===== src/include/gb_bus_consts.svh =====
`ifndef GB_BUS_CONSTS_SVH
`define GB_BUS_CONSTS_SVH

// Memory region bounds.
`define GB_BOOT_END      16'h00ff
`define GB_ROM_END       16'h7fff
`define GB_VRAM_END      16'h9fff
`define GB_XRAM_END      16'hbfff
`define GB_WRAM_END      16'hdfff
`define GB_OAM_BASE      16'hfe00
`define GB_OAM_END       16'hfe9f
`define GB_IO_PAGE       16'hff00

// Register offsets inside the I/O page.
`define GB_IO_JOY        8'h00
`define GB_IO_SIO_LO     8'h01
`define GB_IO_SIO_HI     8'h02
`define GB_IO_TIM_LO     8'h04
`define GB_IO_TIM_HI     8'h07
`define GB_IO_IF         8'h0f
`define GB_IO_SND_LO     8'h10
`define GB_IO_SND_HI     8'h3f
`define GB_IO_PPU_LO     8'h40
`define GB_IO_PPU_HI     8'h4b
`define GB_IO_BROM       8'h50
`define GB_IO_HRAM_LO    8'h80
`define GB_IO_IE         8'hff

// Reset phase counter width.
`define GB_RST_TICK_BITS 4

`endif


===== src/hdl/gb_bus_pkg.sv =====
package gb_bus_pkg;

	// CPU address, flat or as I/O page plus register offset.
	typedef union packed {
		logic [15:0] mem;
		struct packed {
			logic [7:0] page;
			logic [7:0] reg_ofs;
		} io;
	} cpu_adr_u;

	typedef struct packed {
		cpu_adr_u   adr;
		logic       rd;
		logic       wr;
		logic [7:0] wdata;
	} bus_req_t;

	typedef struct packed {
		logic brom;
		logic rom;
		logic vram;
		logic xram;
		logic wram;
		logic oam;
		logic io;
	} mem_sel_t;

	typedef struct packed {
		logic joy;
		logic sio;
		logic tim;
		logic iflag;
		logic snd;
		logic ppu;
		logic brom;
		logic hram;
		logic iena;
	} io_sel_t;

	typedef struct packed {
		logic        active;
		logic [15:0] rd_adr;
		logic [7:0]  oam_adr;
		logic        rd;
		logic        wr;
		logic [7:0]  wdata;
	} dma_req_t;

	typedef struct packed {
		logic [15:0] adr;
		logic        rd;
		logic        need_vram;
		logic        need_oam;
	} ppu_req_t;

	// One port toward video RAM or OAM.
	typedef struct packed {
		logic [15:0] adr;
		logic        rd;
		logic        wr;
		logic [7:0]  wdata;
	} mem_port_t;

	typedef struct packed {
		logic [7:0] hram;
		logic [7:0] joy;
		logic [7:0] sio;
		logic [7:0] tim;
		logic [7:0] snd;
		logic [7:0] ppu;
		logic [7:0] ireg;
		logic [7:0] vram;
		logic [7:0] oam;
		logic [7:0] ext;
	} periph_rdata_t;

	typedef struct packed {
		logic [15:0] adr;
		logic        n_read;
		logic        n_write;
		logic        data_oe;
		logic [7:0]  data_out;
		logic        n_cs_rom;
		logic        n_cs_xram;
		logic        n_cs_wram;
	} ext_pins_t;

endpackage


===== src/hdl/gb_memmap.sv =====
`timescale 1ns/1ps
`include "gb_bus_consts.svh"

module gb_memmap (
	input  logic [15:0]          adr,
	input  logic                 boot_en,
	input  logic                 idle,
	output gb_bus_pkg::mem_sel_t sel
);

	always_comb begin
		sel = '0;

		if (!idle) begin
			// Boot ROM overlays the bottom of cartridge ROM.
			if (boot_en && adr <= `GB_BOOT_END) begin
				sel.brom = 1'b1;
			end else if (adr <= `GB_ROM_END) begin
				sel.rom = 1'b1;
			end else if (adr <= `GB_VRAM_END) begin
				sel.vram = 1'b1;
			end else if (adr <= `GB_XRAM_END) begin
				sel.xram = 1'b1;
			end else if (adr <= `GB_WRAM_END) begin
				sel.wram = 1'b1;
			end else if (adr < `GB_OAM_BASE) begin
				// Echo area.
				sel.wram = 1'b1;
			end else if (adr <= `GB_OAM_END) begin
				sel.oam = 1'b1;
			end else if (adr >= `GB_IO_PAGE) begin
				sel.io = 1'b1;
			end
			// Gap above OAM selects nothing.
		end
	end

endmodule


===== src/hdl/gb_io_decode.sv =====
`timescale 1ns/1ps
`include "gb_bus_consts.svh"

module gb_io_decode (
	input  logic                 gbclk,
	input  logic                 reset,
	input  logic                 bus_reset,
	input  gb_bus_pkg::cpu_adr_u cpu_adr,
	input  logic                 io_page,
	input  logic                 wr,
	input  logic [7:0]           wdata,
	output gb_bus_pkg::io_sel_t  sel,
	output logic                 boot_hidden
);

	logic [7:0] ofs;

	assign ofs = cpu_adr.io.reg_ofs;

	always_comb begin
		sel = '0;

		if (io_page) begin
			sel.joy   = ofs == `GB_IO_JOY;
			sel.sio   = ofs >= `GB_IO_SIO_LO && ofs <= `GB_IO_SIO_HI;
			sel.tim   = ofs >= `GB_IO_TIM_LO && ofs <= `GB_IO_TIM_HI;
			sel.iflag = ofs == `GB_IO_IF;
			sel.snd   = ofs >= `GB_IO_SND_LO && ofs <= `GB_IO_SND_HI;
			sel.ppu   = ofs >= `GB_IO_PPU_LO && ofs <= `GB_IO_PPU_HI;
			sel.brom  = ofs == `GB_IO_BROM;
			sel.hram  = ofs >= `GB_IO_HRAM_LO && ofs != `GB_IO_IE;
			sel.iena  = ofs == `GB_IO_IE;
		end
	end

	// Once hidden, the boot ROM stays hidden until the next bus reset.
	always_ff @(posedge gbclk) begin
		if (reset || bus_reset) begin
			boot_hidden <= 1'b0;
		end else if (wr && sel.brom && wdata != 8'h00) begin
			boot_hidden <= 1'b1;
		end
	end

endmodule


===== src/hdl/gb_reset_seq.sv =====
`timescale 1ns/1ps
`include "gb_bus_consts.svh"

module gb_reset_seq (
	input  logic gbclk,
	input  logic reset,
	input  logic gb_on,
	input  logic cart_rst_n,
	output logic reset_done,
	output logic bus_reset,
	output logic cart_rst_drive_n
);

	localparam logic [2:0] S_ASSERT  = 3'b001;
	localparam logic [2:0] S_RELEASE = 3'b010;
	localparam logic [2:0] S_DONE    = 3'b100;

	logic [2:0]                   state;
	logic [`GB_RST_TICK_BITS-1:0] init_ticks;
	logic [`GB_RST_TICK_BITS-1:0] ticks;
	logic                         init_done;
	logic                         gb_on_q;
	logic                         restart;

	// Power level change, or the cartridge pulling reset once running.
	assign restart = (gb_on != gb_on_q) || (state == S_DONE && !cart_rst_n);

	always_ff @(posedge gbclk) begin
		if (reset) begin
			init_ticks <= '0;
			init_done  <= 1'b0;
			gb_on_q    <= 1'b0;
			state      <= S_ASSERT;
			ticks      <= '0;
		end else begin
			gb_on_q <= gb_on;

			if (!init_done) begin
				init_ticks <= init_ticks + 1'b1;
			end
			if (&init_ticks) begin
				init_done <= 1'b1;
			end

			if (restart) begin
				state <= S_ASSERT;
				ticks <= '0;
			end else if (init_done) begin
				case (state)
					S_ASSERT: begin
						if (&ticks) begin
							state <= S_RELEASE;
							ticks <= '0;
						end else begin
							ticks <= ticks + 1'b1;
						end
					end
					S_RELEASE: begin
						// Cartridge still holding reset.
						if (!cart_rst_n) begin
							ticks <= '0;
						end else if (&ticks) begin
							state <= S_DONE;
						end else begin
							ticks <= ticks + 1'b1;
						end
					end
					default: begin
					end
				endcase
			end
		end
	end

	assign reset_done       = state == S_DONE;
	assign bus_reset        = !(reset_done && gb_on);
	assign cart_rst_drive_n = !(init_done && state == S_ASSERT && gb_on);

endmodule


===== src/hdl/gb_bus_arbiter.sv =====
`timescale 1ns/1ps
`include "gb_bus_consts.svh"

module gb_bus_arbiter (
	input  gb_bus_pkg::bus_req_t  cpu_req,
	input  gb_bus_pkg::dma_req_t  dma_req,
	input  gb_bus_pkg::ppu_req_t  ppu_req,
	input  gb_bus_pkg::mem_sel_t  cpu_sel,
	input  gb_bus_pkg::mem_sel_t  dma_sel,
	input  gb_bus_pkg::mem_sel_t  ppu_sel,
	output gb_bus_pkg::mem_port_t vram_port,
	output gb_bus_pkg::mem_port_t oam_port,
	output gb_bus_pkg::bus_req_t  ext_req,
	output logic                  cs_rom,
	output logic                  cs_xram,
	output logic                  cs_wram,
	output logic                  cpu_grant_vram,
	output logic                  cpu_grant_oam,
	output logic                  cpu_grant_ext,
	output logic                  dma_grant_vram,
	output logic                  dma_grant_ext
);

	logic cpu_ext;
	logic dma_ext;

	assign cpu_ext = cpu_sel.rom || cpu_sel.xram || cpu_sel.wram;
	assign dma_ext = dma_sel.rom || dma_sel.xram || dma_sel.wram;

	assign dma_grant_vram = dma_req.active && dma_sel.vram && !ppu_req.need_vram;
	assign cpu_grant_vram = cpu_sel.vram && !ppu_req.need_vram && !dma_grant_vram;
	assign cpu_grant_oam  = cpu_sel.oam && !ppu_req.need_oam && !dma_req.active;
	assign dma_grant_ext  = dma_req.active && dma_ext;
	assign cpu_grant_ext  = cpu_ext && !dma_grant_ext;

	// Video RAM. Picture unit and DMA only ever read.
	always_comb begin
		vram_port = '0;

		if (ppu_req.need_vram) begin
			vram_port.adr = ppu_req.adr;
			vram_port.rd  = ppu_req.rd && ppu_sel.vram;
		end else if (dma_grant_vram) begin
			vram_port.adr = dma_req.rd_adr;
			vram_port.rd  = dma_req.rd;
		end else if (cpu_grant_vram) begin
			vram_port.adr   = cpu_req.adr.mem;
			vram_port.rd    = cpu_req.rd;
			vram_port.wr    = cpu_req.wr;
			vram_port.wdata = cpu_req.wdata;
		end
	end

	// OAM. An active DMA owns it as a writer.
	always_comb begin
		oam_port = '0;

		if (ppu_req.need_oam) begin
			oam_port.adr = ppu_req.adr;
			oam_port.rd  = ppu_req.rd && ppu_sel.oam;
		end else if (dma_req.active) begin
			oam_port.adr   = `GB_OAM_BASE | {8'h00, dma_req.oam_adr};
			oam_port.wr    = dma_req.wr;
			oam_port.wdata = dma_req.wdata;
		end else if (cpu_grant_oam) begin
			oam_port.adr   = cpu_req.adr.mem;
			oam_port.rd    = cpu_req.rd;
			oam_port.wr    = cpu_req.wr;
			oam_port.wdata = cpu_req.wdata;
		end
	end

	// External bus follows the CPU unless the DMA reads from it.
	always_comb begin
		ext_req = cpu_req;

		if (dma_grant_ext) begin
			ext_req.adr.mem = dma_req.rd_adr;
			ext_req.rd      = dma_req.rd;
			ext_req.wr      = 1'b0;
		end
	end

	assign cs_rom  = cpu_sel.rom || dma_sel.rom;
	assign cs_xram = cpu_sel.xram || dma_sel.xram;
	assign cs_wram = cpu_sel.wram || dma_sel.wram;

endmodule


===== src/hdl/gb_read_mux.sv =====
`timescale 1ns/1ps

module gb_read_mux (
	input  gb_bus_pkg::io_sel_t       io_sel,
	input  gb_bus_pkg::mem_sel_t      cpu_sel,
	input  gb_bus_pkg::cpu_adr_u      cpu_adr,
	input  logic [4:0]                grants,
	input  gb_bus_pkg::periph_rdata_t rdata,
	output logic [7:0]                cpu_rdata,
	output logic [7:0]                dma_rdata
);

	logic cpu_grant_vram;
	logic cpu_grant_oam;
	logic cpu_grant_ext;
	logic dma_grant_vram;
	logic dma_grant_ext;

	// Grant order from the arbiter, MSB first.
	assign {cpu_grant_vram, cpu_grant_oam, cpu_grant_ext,
		dma_grant_vram, dma_grant_ext} = grants;

	always_comb begin
		cpu_rdata = 8'hff;

		if (io_sel.hram) begin
			cpu_rdata = rdata.hram;
		end else if (io_sel.joy) begin
			cpu_rdata = rdata.joy;
		end else if (io_sel.sio) begin
			cpu_rdata = rdata.sio;
		end else if (io_sel.tim) begin
			cpu_rdata = rdata.tim;
		end else if (io_sel.snd) begin
			cpu_rdata = rdata.snd;
		end else if (io_sel.ppu) begin
			cpu_rdata = rdata.ppu;
		end else if (io_sel.iflag || io_sel.iena) begin
			cpu_rdata = rdata.ireg;
		end else if (cpu_sel.brom) begin
			// No boot image here; low address byte stands in.
			cpu_rdata = cpu_adr.io.reg_ofs;
		end else if (cpu_grant_vram) begin
			cpu_rdata = rdata.vram;
		end else if (cpu_grant_oam) begin
			cpu_rdata = rdata.oam;
		end else if (cpu_grant_ext) begin
			cpu_rdata = rdata.ext;
		end
	end

	always_comb begin
		dma_rdata = 8'hff;

		if (dma_grant_vram) begin
			dma_rdata = rdata.vram;
		end else if (dma_grant_ext) begin
			dma_rdata = rdata.ext;
		end
	end

endmodule


===== src/hdl/gb_ext_port.sv =====
`timescale 1ns/1ps

module gb_ext_port (
	input  logic                  gbclk,
	input  logic                  reset,
	input  logic                  reset_done,
	input  gb_bus_pkg::bus_req_t  ext_req,
	input  logic                  cs_rom,
	input  logic                  cs_xram,
	input  logic                  cs_wram,
	output gb_bus_pkg::ext_pins_t pins
);

	logic [15:0] adr_q;
	logic [7:0]  data_q;
	logic        n_read_q;
	logic        n_write_q;
	logic        n_cs_rom_q;
	logic        n_cs_xram_q;
	logic        n_cs_wram_q;
	logic        wr_q;
	logic        oe_q;

	always_ff @(posedge gbclk) begin
		adr_q  <= ext_req.adr.mem;
		data_q <= ext_req.wdata;
	end

	always_ff @(posedge gbclk) begin
		if (reset) begin
			n_read_q    <= 1'b1;
			n_write_q   <= 1'b1;
			n_cs_rom_q  <= 1'b1;
			n_cs_xram_q <= 1'b1;
			n_cs_wram_q <= 1'b1;
			wr_q        <= 1'b0;
			oe_q        <= 1'b0;
		end else begin
			n_read_q    <= !ext_req.rd;
			n_write_q   <= !ext_req.wr;
			n_cs_rom_q  <= !(reset_done && cs_rom);
			n_cs_xram_q <= !(reset_done && cs_xram);
			n_cs_wram_q <= !cs_wram;
			wr_q        <= ext_req.wr;
			// Hold the data drivers one cycle past the write.
			oe_q        <= ext_req.wr || wr_q;
		end
	end

	always_comb begin
		pins.adr       = adr_q;
		pins.n_read    = n_read_q;
		pins.n_write   = n_write_q;
		pins.data_oe   = oe_q && reset_done;
		pins.data_out  = data_q;
		pins.n_cs_rom  = n_cs_rom_q;
		pins.n_cs_xram = n_cs_xram_q;
		pins.n_cs_wram = n_cs_wram_q;
	end

endmodule


===== src/hdl/gb_bus_top.sv =====
`timescale 1ns/1ps

module gb_bus_top (
	input  logic                      gbclk,
	input  logic                      reset,
	input  logic                      gb_on,
	input  logic                      cart_rst_n,
	input  gb_bus_pkg::bus_req_t      cpu_req,
	input  gb_bus_pkg::dma_req_t      dma_req,
	input  gb_bus_pkg::ppu_req_t      ppu_req,
	input  gb_bus_pkg::periph_rdata_t periph_rdata,
	output logic [7:0]                cpu_rdata,
	output logic [7:0]                dma_rdata,
	output gb_bus_pkg::mem_port_t     vram_port,
	output gb_bus_pkg::mem_port_t     oam_port,
	output gb_bus_pkg::io_sel_t       io_sel,
	output gb_bus_pkg::ext_pins_t     ext_pins,
	output logic                      reset_done,
	output logic                      bus_reset,
	output logic                      cart_rst_drive_n,
	output logic                      boot_hidden
);

	import gb_bus_pkg::*;

	mem_sel_t cpu_sel;
	mem_sel_t dma_sel;
	mem_sel_t ppu_sel;
	bus_req_t ext_req;
	logic     cs_rom;
	logic     cs_xram;
	logic     cs_wram;
	logic     cpu_grant_vram;
	logic     cpu_grant_oam;
	logic     cpu_grant_ext;
	logic     dma_grant_vram;
	logic     dma_grant_ext;

	gb_memmap cpu_map (
		.adr(cpu_req.adr.mem), .boot_en(!boot_hidden), .idle(1'b0), .sel(cpu_sel)
	);

	gb_memmap dma_map (
		.adr(dma_req.rd_adr), .boot_en(1'b0), .idle(!dma_req.active), .sel(dma_sel)
	);

	gb_memmap ppu_map (
		.adr(ppu_req.adr), .boot_en(1'b0), .idle(1'b0), .sel(ppu_sel)
	);

	gb_io_decode io_map (
		.gbclk(gbclk), .reset(reset), .bus_reset(bus_reset), .cpu_adr(cpu_req.adr),
		.io_page(cpu_sel.io), .wr(cpu_req.wr), .wdata(cpu_req.wdata),
		.sel(io_sel), .boot_hidden(boot_hidden)
	);

	gb_reset_seq rst_seq (
		.gbclk(gbclk), .reset(reset), .gb_on(gb_on), .cart_rst_n(cart_rst_n),
		.reset_done(reset_done), .bus_reset(bus_reset), .cart_rst_drive_n(cart_rst_drive_n)
	);

	gb_bus_arbiter arb (
		.cpu_req(cpu_req), .dma_req(dma_req), .ppu_req(ppu_req),
		.cpu_sel(cpu_sel), .dma_sel(dma_sel), .ppu_sel(ppu_sel),
		.vram_port(vram_port), .oam_port(oam_port), .ext_req(ext_req),
		.cs_rom(cs_rom), .cs_xram(cs_xram), .cs_wram(cs_wram),
		.cpu_grant_vram(cpu_grant_vram), .cpu_grant_oam(cpu_grant_oam),
		.cpu_grant_ext(cpu_grant_ext), .dma_grant_vram(dma_grant_vram),
		.dma_grant_ext(dma_grant_ext)
	);

	gb_read_mux rd_mux (
		.io_sel(io_sel), .cpu_sel(cpu_sel), .cpu_adr(cpu_req.adr),
		.grants({cpu_grant_vram, cpu_grant_oam, cpu_grant_ext,
			dma_grant_vram, dma_grant_ext}),
		.rdata(periph_rdata), .cpu_rdata(cpu_rdata), .dma_rdata(dma_rdata)
	);

	gb_ext_port ext_port (
		.gbclk(gbclk), .reset(reset), .reset_done(reset_done), .ext_req(ext_req),
		.cs_rom(cs_rom), .cs_xram(cs_xram), .cs_wram(cs_wram), .pins(ext_pins)
	);

endmodule


===== config.mk =====
export PLATFORM = sky130hd
export DESIGN_NAME = gb_bus_top
export DESIGN_NICKNAME = d
export VERILOG_FILES = /design/src/hdl/gb_bus_pkg.sv /design/src/hdl/gb_memmap.sv /design/src/hdl/gb_io_decode.sv /design/src/hdl/gb_reset_seq.sv /design/src/hdl/gb_bus_arbiter.sv /design/src/hdl/gb_read_mux.sv /design/src/hdl/gb_ext_port.sv /design/src/hdl/gb_bus_top.sv
export VERILOG_INCLUDE_DIRS = /design/src /design/src/include
export SDC_FILE = /design/constraint.sdc
export NUM_CORES = 1
export LEC_CHECK = 0
export BUFFER_PORTS_ARGS = -buffer_cell sky130_fd_sc_hd__clkbuf_2
export CORE_AREA = 2 2 108 110
export CTS_BUF_LIST = sky130_fd_sc_hd__clkbuf_4 sky130_fd_sc_hd__clkbuf_8 sky130_fd_sc_hd__clkbuf_16
export DETAILED_ROUTE_END_ITERATION = 8
export DIE_AREA = 0 0 110 112
export MAX_ROUTING_LAYER = met4
export PLACE_DENSITY = 0.7
export SYNTH_ARGS = -nofsm -noshare
export SYNTH_HDL_FRONTEND = slang
export SYNTH_SLANG_ARGS = --single-unit

===== constraint.sdc =====
create_clock -name gbclk -period 4.6 [get_ports gbclk]
set_input_delay 0.23 -clock gbclk [delete_from_list [all_inputs] [get_ports gbclk]]
set_output_delay 0.23 -clock gbclk [all_outputs]
set_load 0.01 [all_outputs]

==> flow_metrics.py <==
metrics = {
    "timing": {
        "fmax_ghz": 0.331,
        "rsz0062_at_grt": "false",
        "finalSetupViolCount": 0,
        "setup_tns_ps": 0,
        "min_period_over_period": 0.658,
        "worst-slew-pin-transition_ps": 1050,
        "timing.slew.headroom": 0.299,
        "period_minus_slack_ps": 3030,
        "fin_worst_skew_ps": 4.72,
        "finalHoldViolCount": 0,
        "slew_violations": 0,
    },
    "floorplanning": {
        "die_area_um2": 12300,
        "coreArea_um2": 11200,
        "initial_utilization": 0.321,
        "ios": 275,
        "die_h_um": 112,
        "rows": 39,
        "die_w_um": 110,
    },
    "clocking": {
        "clock-sinks": 45,
        "cts_buffer_depth": 2,
        "htree_levels": 2,
        "post_cts_resized": 0,
        "insertion_delay_ps": 290,
        "cts_buffers": 5,
        "postCtsHoldBufs": 0,
        "clk_transition_reported_paths_ps": 60,
        "postCtsSetupBuffers": 0,
        "cts_root_buffer": "clkbuf_16",
        "cts_tree": "yes",
    },
    "drt": {
        "drt_iter0_markers": 410,
        "drt_pass1_iterations": 5,
        "drtAntennaViolNets": 0,
        "drt_drc_violations_left": 0,
        "wl_um": 15600,
        "post_drt_wl_per_cell_um": 18.0,
        "vias": 4757,
        "viasPerCell": 5.48,
    },
    "logic_synthesis": {
        "yosysUniqueCellTypes": 64,
        "yosysTopAreaCell": "dfxtp_1",
        "syn_area_um2": 3580,
        "async_flop_share": 0,
        "synth_top_area_frac": 0.251,
        "synth_flop_cell": "dfxtp_1",
        "synth_edf_count": 0,
        "syn_area_per_cell_um2": 7.48,
        "ys_seq_area_frac": 0.251,
        "synth_seq_cells": 45,
        "syn-num-nets": 645,
        "synthCells": 479,
        "ys_warn_count": 0,
        "synthTopCellsByArea": "dfxtp_1, nand2_1, a22oi_1",
    },
    "global_routing": {
        "grt_overflow": 0,
        "grt_util_all_layers": 0.251,
        "grt_start_max_net_pins": 37,
        "first_global_vias": 4363,
        "antenna_found_initial": 0,
        "grt_pass1_wl_um": 23700,
    },
    "critical_path": {
        "worstPathArrival_ps": 2800,
        "crit_path_max_fanout": 24,
        "required_ps": 4370,
        "r2r-end": "rst_seq.ticks[2]",
        "cp-end-kind": "output port",
        "r2r_start": "rst_seq.ticks[0]",
        "path_class": "in -> out",
        "ff2ff_setup_slack_ps": 2830,
        "worst_setup_path_start_kind": "input port",
        "r2r.worst_path.cells": 6,
    },
    "power_and_ir_drop": {
        "p_per_area_nw_per_um2": 214,
        "finalPower_uw": 1100,
        "worst_ir_drop_vdd_uv": 184,
        "p_leak_uw": 0.00243,
    },
    "final_layout": {
        "nets": 890,
        "area.growth.synth_to_final_pct": 43.0,
        "num_antenna_cells": 0,
        "drive_gt1_frac": 0.440,
        "fin_util": 0.458,
    },
    "place": {
        "place.gp.congestion": 0.955,
        "port_buffers": 274,
        "hpwl_um": 12500,
    },
    "run_status": {
        "status": "finished clean",
    },
    "hold_path": {
        "hold_path_depth": 1,
        "hold_end": "ext_port.data_q[4]",
        "hold_class": "in -> reg",
        "hold_start": "cpu_req[4]",
    },
    "run": {
        "drv_cap": 0,
    },
}
cell usage in the layout, fill, tap and decap left out, types with 11 or more instances in the layout:
cell type | synthesis | routed
a21oi_1 | 25 | 25
a221oi_1 | 14 | 14
a22oi_1 | 28 | 28
and2_1 | 11 | 11
clkbuf_2 | 1 | 274
dfxtp_1 | 45 | 45
inv_1 | 17 | 17
mux2_2 | 15 | 15
nand2_1 | 60 | 60
nor2_1 | 39 | 39
nor3_1 | 21 | 21
o21ai_0 | 28 | 28
o22ai_1 | 14 | 14
metrics by stage:
stage               hold slack [ps]  setup WS, ps  std cells  area, µm²
floorplan                       258          2360        479       3580
global placement                389          1710        860       4970
detailed placement              386          1630        860       4970
CTS                            89.5          1630        868       5120
global route                   93.5          1340        868       5120
finish                         93.4          1570        868       5120
synth_stat cells (6+ instances only):
library cell	count
nand2_1	60
nand4_1	9
nor3_1	21
a22oi_1	28
nor2_1	39
o22ai_1	14
clkbuf_1	23
a221oi_1	14
a211oi_1	6
dfxtp_1	45
o22ai_2	6
o22a_1	8
mux2_2	15
inv_1	17
o21ai_1	7
o21ai_0	28
and2_1	11
a22o_1	6
a21oi_1	25
final cells by class:
class                      count  area, µm²
fill                        1168       6050
multi-input combinational    377       2430
timing repair buffer         277       1390
sequential                    45        901
tap                          143        179
clock buffer                   5        125
inverter                      18       72.6
clock inverter                 3       22.5
power breakdown:
group,internal (µW),switching (µW)
registers,411,6.71
logic,138,182
clock network,202,156
cells by family (layout without fill, tap and decap cells):
group                    Yosys count  in the layout  synth area share
adder cells (fa/ha/maj)            2              2           0.00698
AND/OR/NAND/NOR                  186            186             0.261
AO/OA/AOI/OAI                    162            162             0.328
buffers and inverters             57            303            0.0747
flip-flops                        45             45             0.251
multiplexers                      19             19            0.0583
XOR/XNOR                           8              8            0.0196
sequential cells by signal, indices dropped and copies added, names as in the netlist:
name	cells
rst_seq.init_ticks	4
ext_port.data_q	8
ext_port.oe_q	1
rst_seq.init_done	1
ext_port.adr_q	16
io_map.boot_hidden	1
rst_seq.gb_on_q	1
ext_port.wr_q	1
ext_port.n_read_q	1
ext_port.n_cs_xram_q	1
ext_port.n_write_q	1
rst_seq.state	3
rst_seq.ticks	4
ext_port.n_cs_wram_q	1
ext_port.n_cs_rom_q	1
per-layer routing:
layer | track usage | wire length (µm) | up-vias
li1 | - | - | 2288
met1 | 0.354 | 6970 | 2234
met2 | 0.391 | 7450 | 225
met3 | 0.0422 | 1150 | 10
met4 | 0.0211 | 87 | 0
met5 | - | 0 | -
worst max-delay path by stage:
stage                            from             to  cells after the start
after floorplan           cpu_req[14]   cpu_rdata[5]                      9
after global placement    dma_req[34]  vram_port[12]                      6
after detailed placement  dma_req[34]   cpu_rdata[6]                      8
after CTS                 dma_req[34]   cpu_rdata[6]                      8
after global routing      dma_req[34]  vram_port[19]                      6
final                     dma_req[34]   vram_port[9]                      6
critical path, stage by stage:
cell	delay, ps
clkbuf_2	440
nor4bb_4	980
nor2_1	500
a221oi_1	390
a21oi_1	80
clkbuf_2	160
Note: power is estimated with default switching activity, not from simulation.
